==> src/rng_pkg.sv <==
package rng_pkg;

   // Datapath widths.
   localparam int rng_data_w = 16;  // Base, increment and output value.
   localparam int rng_cnt_w  = 8;   // Element count and element index.
   localparam int rng_stat_w = 16;  // Completed and rejected command counters.

   // Command opcodes. Codes 4 to 7 are illegal and get rejected by decode.
   typedef enum logic [2:0] {
      op_up       = 3'd0,  // Count up by one.
      op_step     = 3'd1,  // Add the unsigned increment.
      op_step_neg = 3'd2,  // Subtract the increment.
      op_fill     = 3'd3   // Repeat the base value.
   } rng_op_e;

   // Command word as it arrives on the external stream, 43 bits.
   typedef struct packed {
      rng_op_e               op;
      logic [rng_data_w-1:0] base;
      logic [rng_data_w-1:0] incr;
      logic [rng_cnt_w-1:0]  cnt;   // Number of elements, zero is rejected.
   } rng_cmd_t;

   // Decoded generator configuration.
   typedef struct packed {
      logic [rng_data_w-1:0] base;
      logic [rng_data_w-1:0] step;  // Effective increment, two's complement.
      logic [rng_cnt_w-1:0]  cnt;
   } rng_cfg_t;

   // One element of the output stream.
   typedef struct packed {
      logic [rng_data_w-1:0] data;
      logic [rng_cnt_w-1:0]  idx;   // Position within the command.
      logic                  eot;   // Last element of the command.
   } rng_out_t;

endpackage

==> src/rng_decode.sv <==
`timescale 1ns/100ps

module rng_decode (
   input  logic              clk,
   input  logic              rst_n,
   input  logic              cmd_valid,
   input  rng_pkg::rng_cmd_t cmd,
   output logic              cmd_ready,
   output logic              cfg_valid,
   output rng_pkg::rng_cfg_t cfg,
   input  logic              cfg_ready,
   output logic              rej_pulse
);

   logic                           op_legal;
   logic                           cmd_ok;
   logic                           cmd_take;
   logic [rng_pkg::rng_data_w-1:0] step;
   rng_pkg::rng_cfg_t              cfg_next;

   // Opcode classification and effective step.
   always_comb begin
      op_legal = 1'b1;
      step     = '0;
      case (cmd.op)
         rng_pkg::op_up: begin
            step = {{(rng_pkg::rng_data_w-1){1'b0}}, 1'b1};
         end
         rng_pkg::op_step: begin
            step = cmd.incr;
         end
         rng_pkg::op_step_neg: begin
            step = -cmd.incr;  // Subtraction as a negated step.
         end
         rng_pkg::op_fill: begin
            step = '0;
         end
         default: begin
            op_legal = 1'b0;
         end
      endcase
   end

   // Empty list is not generated, it is rejected here instead.
   assign cmd_ok = op_legal & (cmd.cnt != '0);

   always_comb begin
      cfg_next      = '0;
      cfg_next.base = cmd.base;
      cfg_next.step = step;
      cfg_next.cnt  = cmd.cnt;
   end

   // Holding register is free when empty or released this cycle.
   assign cmd_ready = ~cfg_valid | cfg_ready;
   assign cmd_take  = cmd_valid & cmd_ready;

   always_ff @(posedge clk or negedge rst_n) begin
      if (!rst_n) begin
         cfg_valid <= 1'b0;
         rej_pulse <= 1'b0;
      end else begin
         rej_pulse <= cmd_take & ~cmd_ok;
         if (cmd_take) begin
            cfg_valid <= cmd_ok;  // Rejected command leaves the slot empty.
         end else if (cfg_ready) begin
            cfg_valid <= 1'b0;
         end
      end
   end

   always_ff @(posedge clk) begin
      if (cmd_take && cmd_ok) begin
         cfg <= cfg_next;
      end
   end

endmodule

==> src/rng_gen.sv <==
`timescale 1ns/100ps

module rng_gen (
   input  logic              clk,
   input  logic              rst_n,
   input  logic              cfg_valid,
   input  rng_pkg::rng_cfg_t cfg,
   output logic              cfg_ready,
   output logic              el_valid,
   output rng_pkg::rng_out_t el,
   input  logic              el_ready
);

   logic                           xfer;
   logic                           last;
   logic                           started;
   logic [rng_pkg::rng_data_w-1:0] cur_val;
   logic [rng_pkg::rng_data_w-1:0] el_data;
   logic [rng_pkg::rng_data_w-1:0] next_val;
   logic [rng_pkg::rng_cnt_w-1:0]  idx;
   logic [rng_pkg::rng_cnt_w-1:0]  last_idx;

   // Element transfer on the output side.
   assign xfer = cfg_valid & el_ready;

   // Count is never zero here, decode rejects it.
   assign last_idx = cfg.cnt - 1'b1;
   assign last     = (idx == last_idx);

   // First element is the base, later ones come from the accumulator.
   assign el_data  = started ? cur_val : cfg.base;
   assign next_val = el_data + cfg.step;  // Wraps modulo 2**rng_data_w.

   assign el_valid  = cfg_valid;
   assign cfg_ready = last & xfer;  // Release the config with its last element.

   always_comb begin
      el      = '0;
      el.data = el_data;
      el.idx  = idx;
      el.eot  = last;
   end

   always_ff @(posedge clk or negedge rst_n) begin
      if (!rst_n) begin
         started <= 1'b0;
         idx     <= '0;
      end else if (xfer && last) begin
         started <= 1'b0;
         idx     <= '0;
      end else if (xfer) begin
         started <= 1'b1;
         idx     <= idx + 1'b1;
      end
   end

   // Accumulator value is ignored until started is set.
   always_ff @(posedge clk) begin
      if (xfer && last) begin
         cur_val <= '0;
      end else if (xfer) begin
         cur_val <= next_val;
      end
   end

endmodule

==> src/rng_result.sv <==
`timescale 1ns/100ps

module rng_result (
   input  logic                           clk,
   input  logic                           rst_n,
   input  logic                           el_valid,
   input  rng_pkg::rng_out_t              el,
   output logic                           el_ready,
   input  logic                           rej_pulse,
   output logic                           out_valid,
   output rng_pkg::rng_out_t              out,
   input  logic                           out_ready,
   output logic [rng_pkg::rng_stat_w-1:0] cmd_done_cnt,
   output logic [rng_pkg::rng_stat_w-1:0] cmd_rej_cnt
);

   logic load;
   logic pop;
   logic done;

   // Full throughput slice, refill in the same cycle as the drain.
   assign el_ready = ~out_valid | out_ready;
   assign load     = el_valid & el_ready;
   assign pop      = out_valid & out_ready;

   // A command completes when its last element leaves the port.
   assign done = pop & out.eot;

   always_ff @(posedge clk or negedge rst_n) begin
      if (!rst_n) begin
         out_valid <= 1'b0;
      end else if (load) begin
         out_valid <= 1'b1;
      end else if (pop) begin
         out_valid <= 1'b0;
      end
   end

   always_ff @(posedge clk) begin
      if (load) begin
         out <= el;  // Data, index tag and eot travel together.
      end
   end

   // Status counters.
   always_ff @(posedge clk or negedge rst_n) begin
      if (!rst_n) begin
         cmd_done_cnt <= '0;
         cmd_rej_cnt  <= '0;
      end else begin
         if (done) begin
            cmd_done_cnt <= cmd_done_cnt + 1'b1;
         end
         if (rej_pulse) begin
            cmd_rej_cnt <= cmd_rej_cnt + 1'b1;
         end
      end
   end

endmodule

==> src/rng_top.sv <==
`timescale 1ns/100ps

module rng_top (
   input  logic                           clk,
   input  logic                           rst_n,
   input  logic                           cmd_valid,
   input  rng_pkg::rng_cmd_t              cmd,
   output logic                           cmd_ready,
   output logic                           out_valid,
   output rng_pkg::rng_out_t              out,
   input  logic                           out_ready,
   output logic [rng_pkg::rng_stat_w-1:0] cmd_done_cnt,
   output logic [rng_pkg::rng_stat_w-1:0] cmd_rej_cnt
);

   // Decode to execute.
   logic              cfg_valid;
   logic              cfg_ready;
   rng_pkg::rng_cfg_t cfg;
   logic              rej_pulse;

   // Execute to result.
   logic              el_valid;
   logic              el_ready;
   rng_pkg::rng_out_t el;

   rng_decode u_decode (
      .clk       (clk),
      .rst_n     (rst_n),
      .cmd_valid (cmd_valid),
      .cmd       (cmd),
      .cmd_ready (cmd_ready),
      .cfg_valid (cfg_valid),
      .cfg       (cfg),
      .cfg_ready (cfg_ready),
      .rej_pulse (rej_pulse)
   );

   rng_gen u_gen (
      .clk       (clk),
      .rst_n     (rst_n),
      .cfg_valid (cfg_valid),
      .cfg       (cfg),
      .cfg_ready (cfg_ready),
      .el_valid  (el_valid),
      .el        (el),
      .el_ready  (el_ready)
   );

   rng_result u_result (
      .clk          (clk),
      .rst_n        (rst_n),
      .el_valid     (el_valid),
      .el           (el),
      .el_ready     (el_ready),
      .rej_pulse    (rej_pulse),
      .out_valid    (out_valid),
      .out          (out),
      .out_ready    (out_ready),
      .cmd_done_cnt (cmd_done_cnt),
      .cmd_rej_cnt  (cmd_rej_cnt)
   );

endmodule

==> config.mk <==
export PLATFORM = sky130hd
export DESIGN_NAME = rng_top
export DESIGN_NICKNAME = d
export VERILOG_FILES = /design/src/rng_pkg.sv /design/src/rng_decode.sv /design/src/rng_gen.sv /design/src/rng_result.sv /design/src/rng_top.sv
export SDC_FILE = /design/constraint.sdc
export NUM_CORES = 1
export LEC_CHECK = 0
export BUFFER_PORTS_ARGS = -buffer_cell sky130_fd_sc_hd__buf_2
export CAP_MARGIN = 5
export CORE_MARGIN = 5
export CORE_UTILIZATION = 30
export CTS_CLUSTER_DIAMETER = 200
export DETAILED_ROUTE_END_ITERATION = 10
export PLACE_DENSITY = 0.54
export SYNTH_ARGS = -nofsm -noshare
export SYNTH_HDL_FRONTEND = slang
export SYNTH_SLANG_ARGS = --single-unit
==> constraint.sdc <==
create_clock -name clk -period 5.4 [get_ports clk]
set_input_delay 1.08 -clock clk [delete_from_list [all_inputs] [get_ports clk]]
set_output_delay 1.08 -clock clk [all_outputs]
set_load 0.01 [all_outputs]
==> run metrics, run 1 <==
status=finished, final reports clean; vias=4478; Wirelength per Cell=15.5 um; final antenna diode count=0; Clock Skew=roughly 12 ps; drt total wl=between 10000 and 15000 um; number of global-route vias before repair=4639; Synth Warn #=0; maxcap violations=0; Antenna Violating Nets Remaining=0; Slew Limit Fails=0; syn nets=approximately 600; number of synthesized flops with an enable pin=65; CP Launch Type=flop; flop2flop setup slack=1750 ps; Iteration-0 DRC Markers=216; die footprint=23200 sq um; Hold WS=449 ps; pwr dens=426 nW/um^2; htree depth=4; CTS sink count=125; post-synthesis register bit count=125; crit path capture type=primary output; post-synth design cell area=6080 sq um; fin crit share=74.3%; GPL Wtd Cong=between 0.8 and 0.9; site row count=52; largest net degree at the start of global routing=45; worst vdd ir=0.000177 V; post-CTS setup buffer count=0; cts-stage hold buffer count=0; top-level I/O count=106; Hold EP=u_gen.cur_val[7]$_SDFFE_PN0P_; IO Port Bufs=between 100 and 150; clk root buf=clkbuf_16; worst rel slew slack=32.2%; Post-synth top flop=edfxtp_1; Critical Path RT=4320 ps; post-DP HPWL=10600 um; multi-input logic area=between 2000 and 3000 sq um; post-cts resize count=0; Distinct cells, synth=59; R2R Path Start=u_decode.cfg[0]$_DFFE_PP_; die width=152 um; total gr overflow=0; Seq/Total Area, Yosys=55.4%; R2R Path End=u_decode.cfg[31]$_DFFE_PP_; Max clock buf depth=2; # DRC=0; CP max FO=18; Fin. Hold Viols=0; nets=711; Syn Area/Cell=11.4 sq um; HP Start=u_gen.cur_val[7]$_SDFFE_PN0P_; all-layer global routing usage=approximately 12%; worst hold stages=2; core area=20100 sq um; total power=3.19 mW; fraction of registers with async set/reset=approximately a third; 1st-pass router iterations=5; FF+latch area=3370 sq um; first-pass GRT wire length=23500 um; Vert. Die Dim=152 um; CTS clk-pin slew, worst paths=about 60 ps; Fin Setup TNS=0 ps; fmax=0.249 GHz; worst-skew pair later-pin latency=approximately 420 ps; worst-margin pin slew=1010 ps; fill count=2013; TritonCTS clock tree=built; Tightest Hold Check Type=reg2reg; worst reg2reg path depth=10; Lkg Pwr=3.15 nW; routed vias/inst=4.84; Final Critical Period=4010 ps; critical path class=reg2out; Initial Utilization=30.3%; CTS Buf Count=17; Crit path arrival time=2930 ps; Gate Count Post-Synth=535; initial antenna violation count=0; share of cells above drive strength 1=about 25%; RSZ-0062 raised after global routing=false; Syn-to-layout area delta=22.9%; final setup violation count=0
-- cell usage after synthesis (all sizes together), types with 2 or more instances --
cell | number | area, sq um
a211oi | 3 | 22.5
o21a | 2 | 15.0
nor4b | 2 | 32.5
o41ai | 2 | 17.5
nand3b | 2 | 15.0
inv | 13 | 48.8
nand2 | 57 | 214
mux2i | 3 | 30.0
a31oi | 2 | 12.5
o2111ai | 3 | 26.3
o21ai | 34 | 170
and3 | 9 | 56.3
a21o | 8 | 60.1
xor2 | 27 | 244
buf | 3 | 21.3
o31ai | 16 | 120
and2 | 5 | 31.3
dfrtp | 44 | 1100
nor4 | 10 | 75.1
clkbuf | 16 | 63.8
nand2b | 7 | 43.8
nor2 | 33 | 124
or4 | 2 | 18.8
nand4 | 10 | 62.6
and4 | 3 | 26.3
nor2b | 4 | 25.0
o211ai | 2 | 15.0
mux2 | 17 | 191
dfxtp | 16 | 320
xnor2 | 30 | 263
a21oi | 20 | 100
nor3 | 9 | 45.0
edfxtp | 65 | 1950
nand3 | 16 | 80.1
or3 | 4 | 30.0
or3b | 2 | 17.5
ha | 20 | 250
-- worst max path at each step --
stage,cells past startpoint,slack [ps],startpoint,to
2_1_floorplan,8,1000,u_decode.cfg[0]$_DFFE_PP_,u_decode.cfg[0]$_DFFE_PP_
6_report,10,1390,u_decode.cfg[0]$_DFFE_PP_,cmd_ready
5_1_grt,10,1180,u_decode.cfg[0]$_DFFE_PP_,cmd_ready
3_5_place_dp,7,1600,out_ready,u_decode.cfg[11]$_DFFE_PP_
4_1_cts,10,1340,u_decode.cfg[0]$_DFFE_PP_,cmd_ready
3_3_place_gp,7,1670,out_ready,cmd_ready
-- registers in the layout (all words and copies together) (netlist names) --
name	count
u_gen.idx	8
u_result.out	25
u_decode.cfg	40
u_result.cmd_rej_cnt	16
u_decode.rej_pulse	1
u_decode.cfg_valid	1
u_result.cmd_done_cnt	16
u_gen.started	1
u_result.out_valid	1
u_gen.cur_val	16
-- power breakdown --
| part | internal, mW | switching (mW) |
|---|---|---|
| sequential | 1.16 | 0.103 |
| clock | 0.667 | 0.446 |
| combinational | 0.357 | 0.452 |
| total | 2.19 | 1.00 |
-- through the flow --
| step | area, sq um | setup WS [ps] | util [%] | std cells |
|---|---|---|---|---|
| after floorplan | 6080 | 1000 | - | 535 |
| after global placement | 6900 | 1670 | 34.3 | 894 |
| after detailed placement | 6900 | 1600 | 34.3 | 894 |
| after CTS | 7480 | 1340 | 37.2 | 926 |
| after global routing | 7480 | 1180 | 37.2 | 926 |
| final | 7480 | 1390 | 37.2 | 926 |
-- area by class of cell --
type | instances | share of cell area, %
Tap cell | 270 | 4.52
Multi-Input combinational cell | 378 | 34.6
Timing Repair Buffer | 108 | 7.33
Clock inverter | 14 | 1.76
Inverter | 13 | 0.653
Sequential cell | 125 | 45.1
Clock buffer | 18 | 6.02
-- metal layers --
layer | GRT usage [%] | up-vias | part of all wire [%]
met5 | 0 | - | 0
met4 | 4.71 | 0 | 1.6
met3 | 3.32 | 23 | 5.4
met2 | 20.5 | 125 | 47
met1 | 15.8 | 2154 | 46
li1 | - | 2176 | -
-- layout by cell type (no fill, tap or decap), drive strengths merged, types with 2 or more instances in the layout --
cell,instances
buf,108
edfxtp,65
nand2,57
dfrtp,44
o21ai,34
nor2,33
xnor2,30
xor2,27
ha,20
a21oi,20
clkbuf,18
inv,18
mux2,17
o31ai,16
nand3,16
dfxtp,16
nand4,10
nor4,10
nor3,9
and3,9
a21o,8
nand2b,7
clkinv,7
and2,5
nor2b,4
or3,4
mux2i,3
a211oi,3
o2111ai,3
and4,3
or3b,2
nand3b,2
o211ai,2
a31oi,2
o21a,2
o41ai,2
or4,2
nor4b,2
-- critical path, cell delays in order, from the launching register on --
cell and delay, ps:
edfxtp_1 440, inv_1 90, ha_1 240, or3b_1 370, a211oi_1 250, o211ai_1 170
nor4b_4 230, buf_4 270, nand2_1 180, nand2_1 110, buf_2 150
-- logic make-up after synthesis --
kind of cell / count (synthesis) / share of synthesized area, %
AOI/OAI and AO/OA: 103 / 10.9
xor gates and xnor gates: 57 / 8.33
adders and majority gates: 22 / 4.61
buffers and inverters: 32 / 2.20
DFF: 125 / 55.4
muxes: 20 / 3.64
and+or+nand+nor: 176 / 14.9
No activity file was read; power rests on OpenSTA's default activity.
==> run 2: changes to the inputs <==
==> constraint.sdc (replaced) <==
create_clock -name clk -period 3.73 [get_ports clk]
set_input_delay 0.746 -clock clk [delete_from_list [all_inputs] [get_ports clk]]
set_output_delay 0.746 -clock clk [all_outputs]
set_load 0.01 [all_outputs]
==> run 2 against run 1 <==
Clock power rose by 39%. Routed wire length rose by 0.56%. Design area fell by 0.10%. Global-route usage rose by 0.27 points. Core utilization barely moved. Power rose by 43%. Final cell count rose by 0.22%. Setup slack got worse by 980 ps. Largest power group unchanged. Largest cell class unchanged. Die area did not move. First-iteration DRC count rose by 1.4%. Sequential cell count did not move. Clock-buffer cell count rose by 7.
==> run metrics, run 2 (same netlist as run 1, synthesis figures left out) <==
status=finished, final reports clean; Clock Skew=5.04 ps; dpl cells=896; pwr dens=610 nW/um^2; # DRC=0; fin crit share=89.1%; setup ws final=405 ps; site row count=52; worst rel slew slack=32.4%; worst-skew pair later-pin latency=just over 400 ps; sequential share of power=40.2%; pre-CTS WS=about 770 ps; Initial Utilization=30.3%; Core Util, Final=between 30% and 40%; nets=713; fill count=1985; CTS Buf Count=17; die width=between 150 and 200 um; core area=20100 sq um; vias=between 4k and 5k; R2R Path Start=u_gen.started$_DFFE_PN0P_; post-cts resize count=0; largest reg by FF count=u_decode.cfg; P_int=3.19 mW; fmax=0.301 GHz; highest-count cells in the layout ignoring fill and taps=buf_2, edfxtp_1, nand2_1; TritonCTS clock tree=built; die footprint=23200 sq um; Syn-to-layout area delta=22.8%; final setup violation count=0; Critical Path RT=2980 ps; crit path to=cmd_ready; routed vias/inst=4.87; crit path capture type=primary output; largest net degree at the start of global routing=45; IO Port Bufs=105; maxcap violations=0; worst reg2reg path depth=9; CP Launch Type=flop; fin cells=between 900 and 1k; commonest non-fill, non-tap cell in the layout=buf_2; Tightest Hold Check Type=reg2reg; worst vdd ir=0.000256 V; worst-margin pin slew=1010 ps; Iteration-0 DRC Markers=219; CTS clk-pin slew, worst paths=around 50 ps; Fin Setup TNS=0 ps; clock group share of total power=33.8%; number of global-route vias before repair=between 4k and 5k; Antenna Violating Nets Remaining=0; Final Critical Period=3320 ps; first-pass GRT wire length=23900 um; initial antenna violation count=0; share of cells above drive strength 1=24.8%; all-layer global routing usage=12.8%; top-level I/O count=106; biggest regs=u_decode.cfg (40), u_result.out (25); flop2flop setup slack=roughly 780 ps; Crit path arrival time=roughly 2600 ps; critical path class=reg2out; R2R Path End=u_gen.cur_val[9]$_SDFFE_PN0P_; total gr overflow=0; Max clock buf depth=2; Sw Ratio=30.1%; Largest register FFs=40; post-DP HPWL=10600 um; Fin. Hold Viols=0; final antenna diode count=0; total power=4.56 mW; cts-stage hold buffer count=0; GPL Wtd Cong=0.862; CTS sink count=125; Vert. Die Dim=152 um; Critical path origin=u_decode.cfg[0]$_DFFE_PP_; Gate power share=a little over a quarter; htree depth=4; CP max FO=5; Lkg Pwr=3.15 nW; post-CTS setup buffer count=0; Wirelength per Cell=between 15 and 20 um; 1st-pass router iterations=4; drt total wl=14400 um; RSZ-0062 raised after global routing=false; clk root buf=clkbuf_16; Slew Limit Fails=0; P_sw=1.37 mW
==> run 2: cell count changes in the layout (fill, tap and decap cells not counted), sizes merged <==
cell      delta
buf          +2
clkbuf       +7
clkinv       -1
clkinvlp     -1
inv          -5
==> run 2: how the worst min path moves through the flow <==
stage | start | end | slack [ps] | cells past startpoint
floorplan | u_gen.cur_val[4]$_SDFFE_PN0P_ | u_gen.cur_val[4]$_SDFFE_PN0P_ | 410 | 2
global route | u_gen.cur_val[7]$_SDFFE_PN0P_ | u_gen.cur_val[7]$_SDFFE_PN0P_ | 480 | 2
detailed placement | u_gen.cur_val[7]$_SDFFE_PN0P_ | u_gen.cur_val[7]$_SDFFE_PN0P_ | 440 | 2
global placement | u_gen.cur_val[8]$_SDFFE_PN0P_ | u_gen.cur_val[8]$_SDFFE_PN0P_ | 430 | 2
finish | u_gen.cur_val[2]$_SDFFE_PN0P_ | u_gen.cur_val[2]$_SDFFE_PN0P_ | 450 | 2
CTS | u_gen.cur_val[6]$_SDFFE_PN0P_ | u_gen.cur_val[6]$_SDFFE_PN0P_ | 450 | 1
==> run 2: area by class of cell <==
| cell class | instances | area [sq um] | share of cell area, % |
|---|---|---|---|
| sequential | 125 | 3370 | 45.2 |
| clock buffer | 25 | 495 | 6.63 |
| multi-input combinational | 378 | 2590 | 34.7 |
| inverter | 13 | 48.8 | 0.653 |
| timing repair buffer | 110 | 563 | 7.54 |
| tap | 270 | 338 | 4.52 |
| clock inverter | 7 | 63.8 | 0.854 |
==> run 2: power by group through the flow <==
stage                     combinational [mW]  clock, mW  sequential [mW]
final                                   1.19       1.54             1.83
after floorplan                        0.805          0             1.86
after global placement                  1.15          0             1.85
after CTS                               1.19       1.59             1.83
after global routing                    1.33       1.66             1.86
after detailed placement                1.18          0             1.85
==> run 2: worst max-delay path, cell delays in order (launching register included) <==
cell	delay, ps
edfxtp_1	430
inv_1	80
ha_1	220
or3b_1	360
a211oi_1	230
o211ai_1	150
nor4b_4	250
nand2_1	180
nand2_1	100
buf_2	140
==> run 2: layer usage <==
layer / GRT usage (%) / vias to the layer above / wire (um)
li1: - / 2178 / -
met1: 16.8 / 2163 / 6730
met2: 20.2 / 161 / 6770
met3: 3.61 / 15 / 777
met4: 4.54 / 0 / 172
met5: 0 / - / 0
==> run 2: stage by stage <==
step	hold slack, ps	area [sq um]
2_1_floorplan	414	6090
3_3_place_gp	428	6910
3_5_place_dp	440	6910
4_1_cts	453	7470
5_1_grt	476	7470
6_report	450	7470
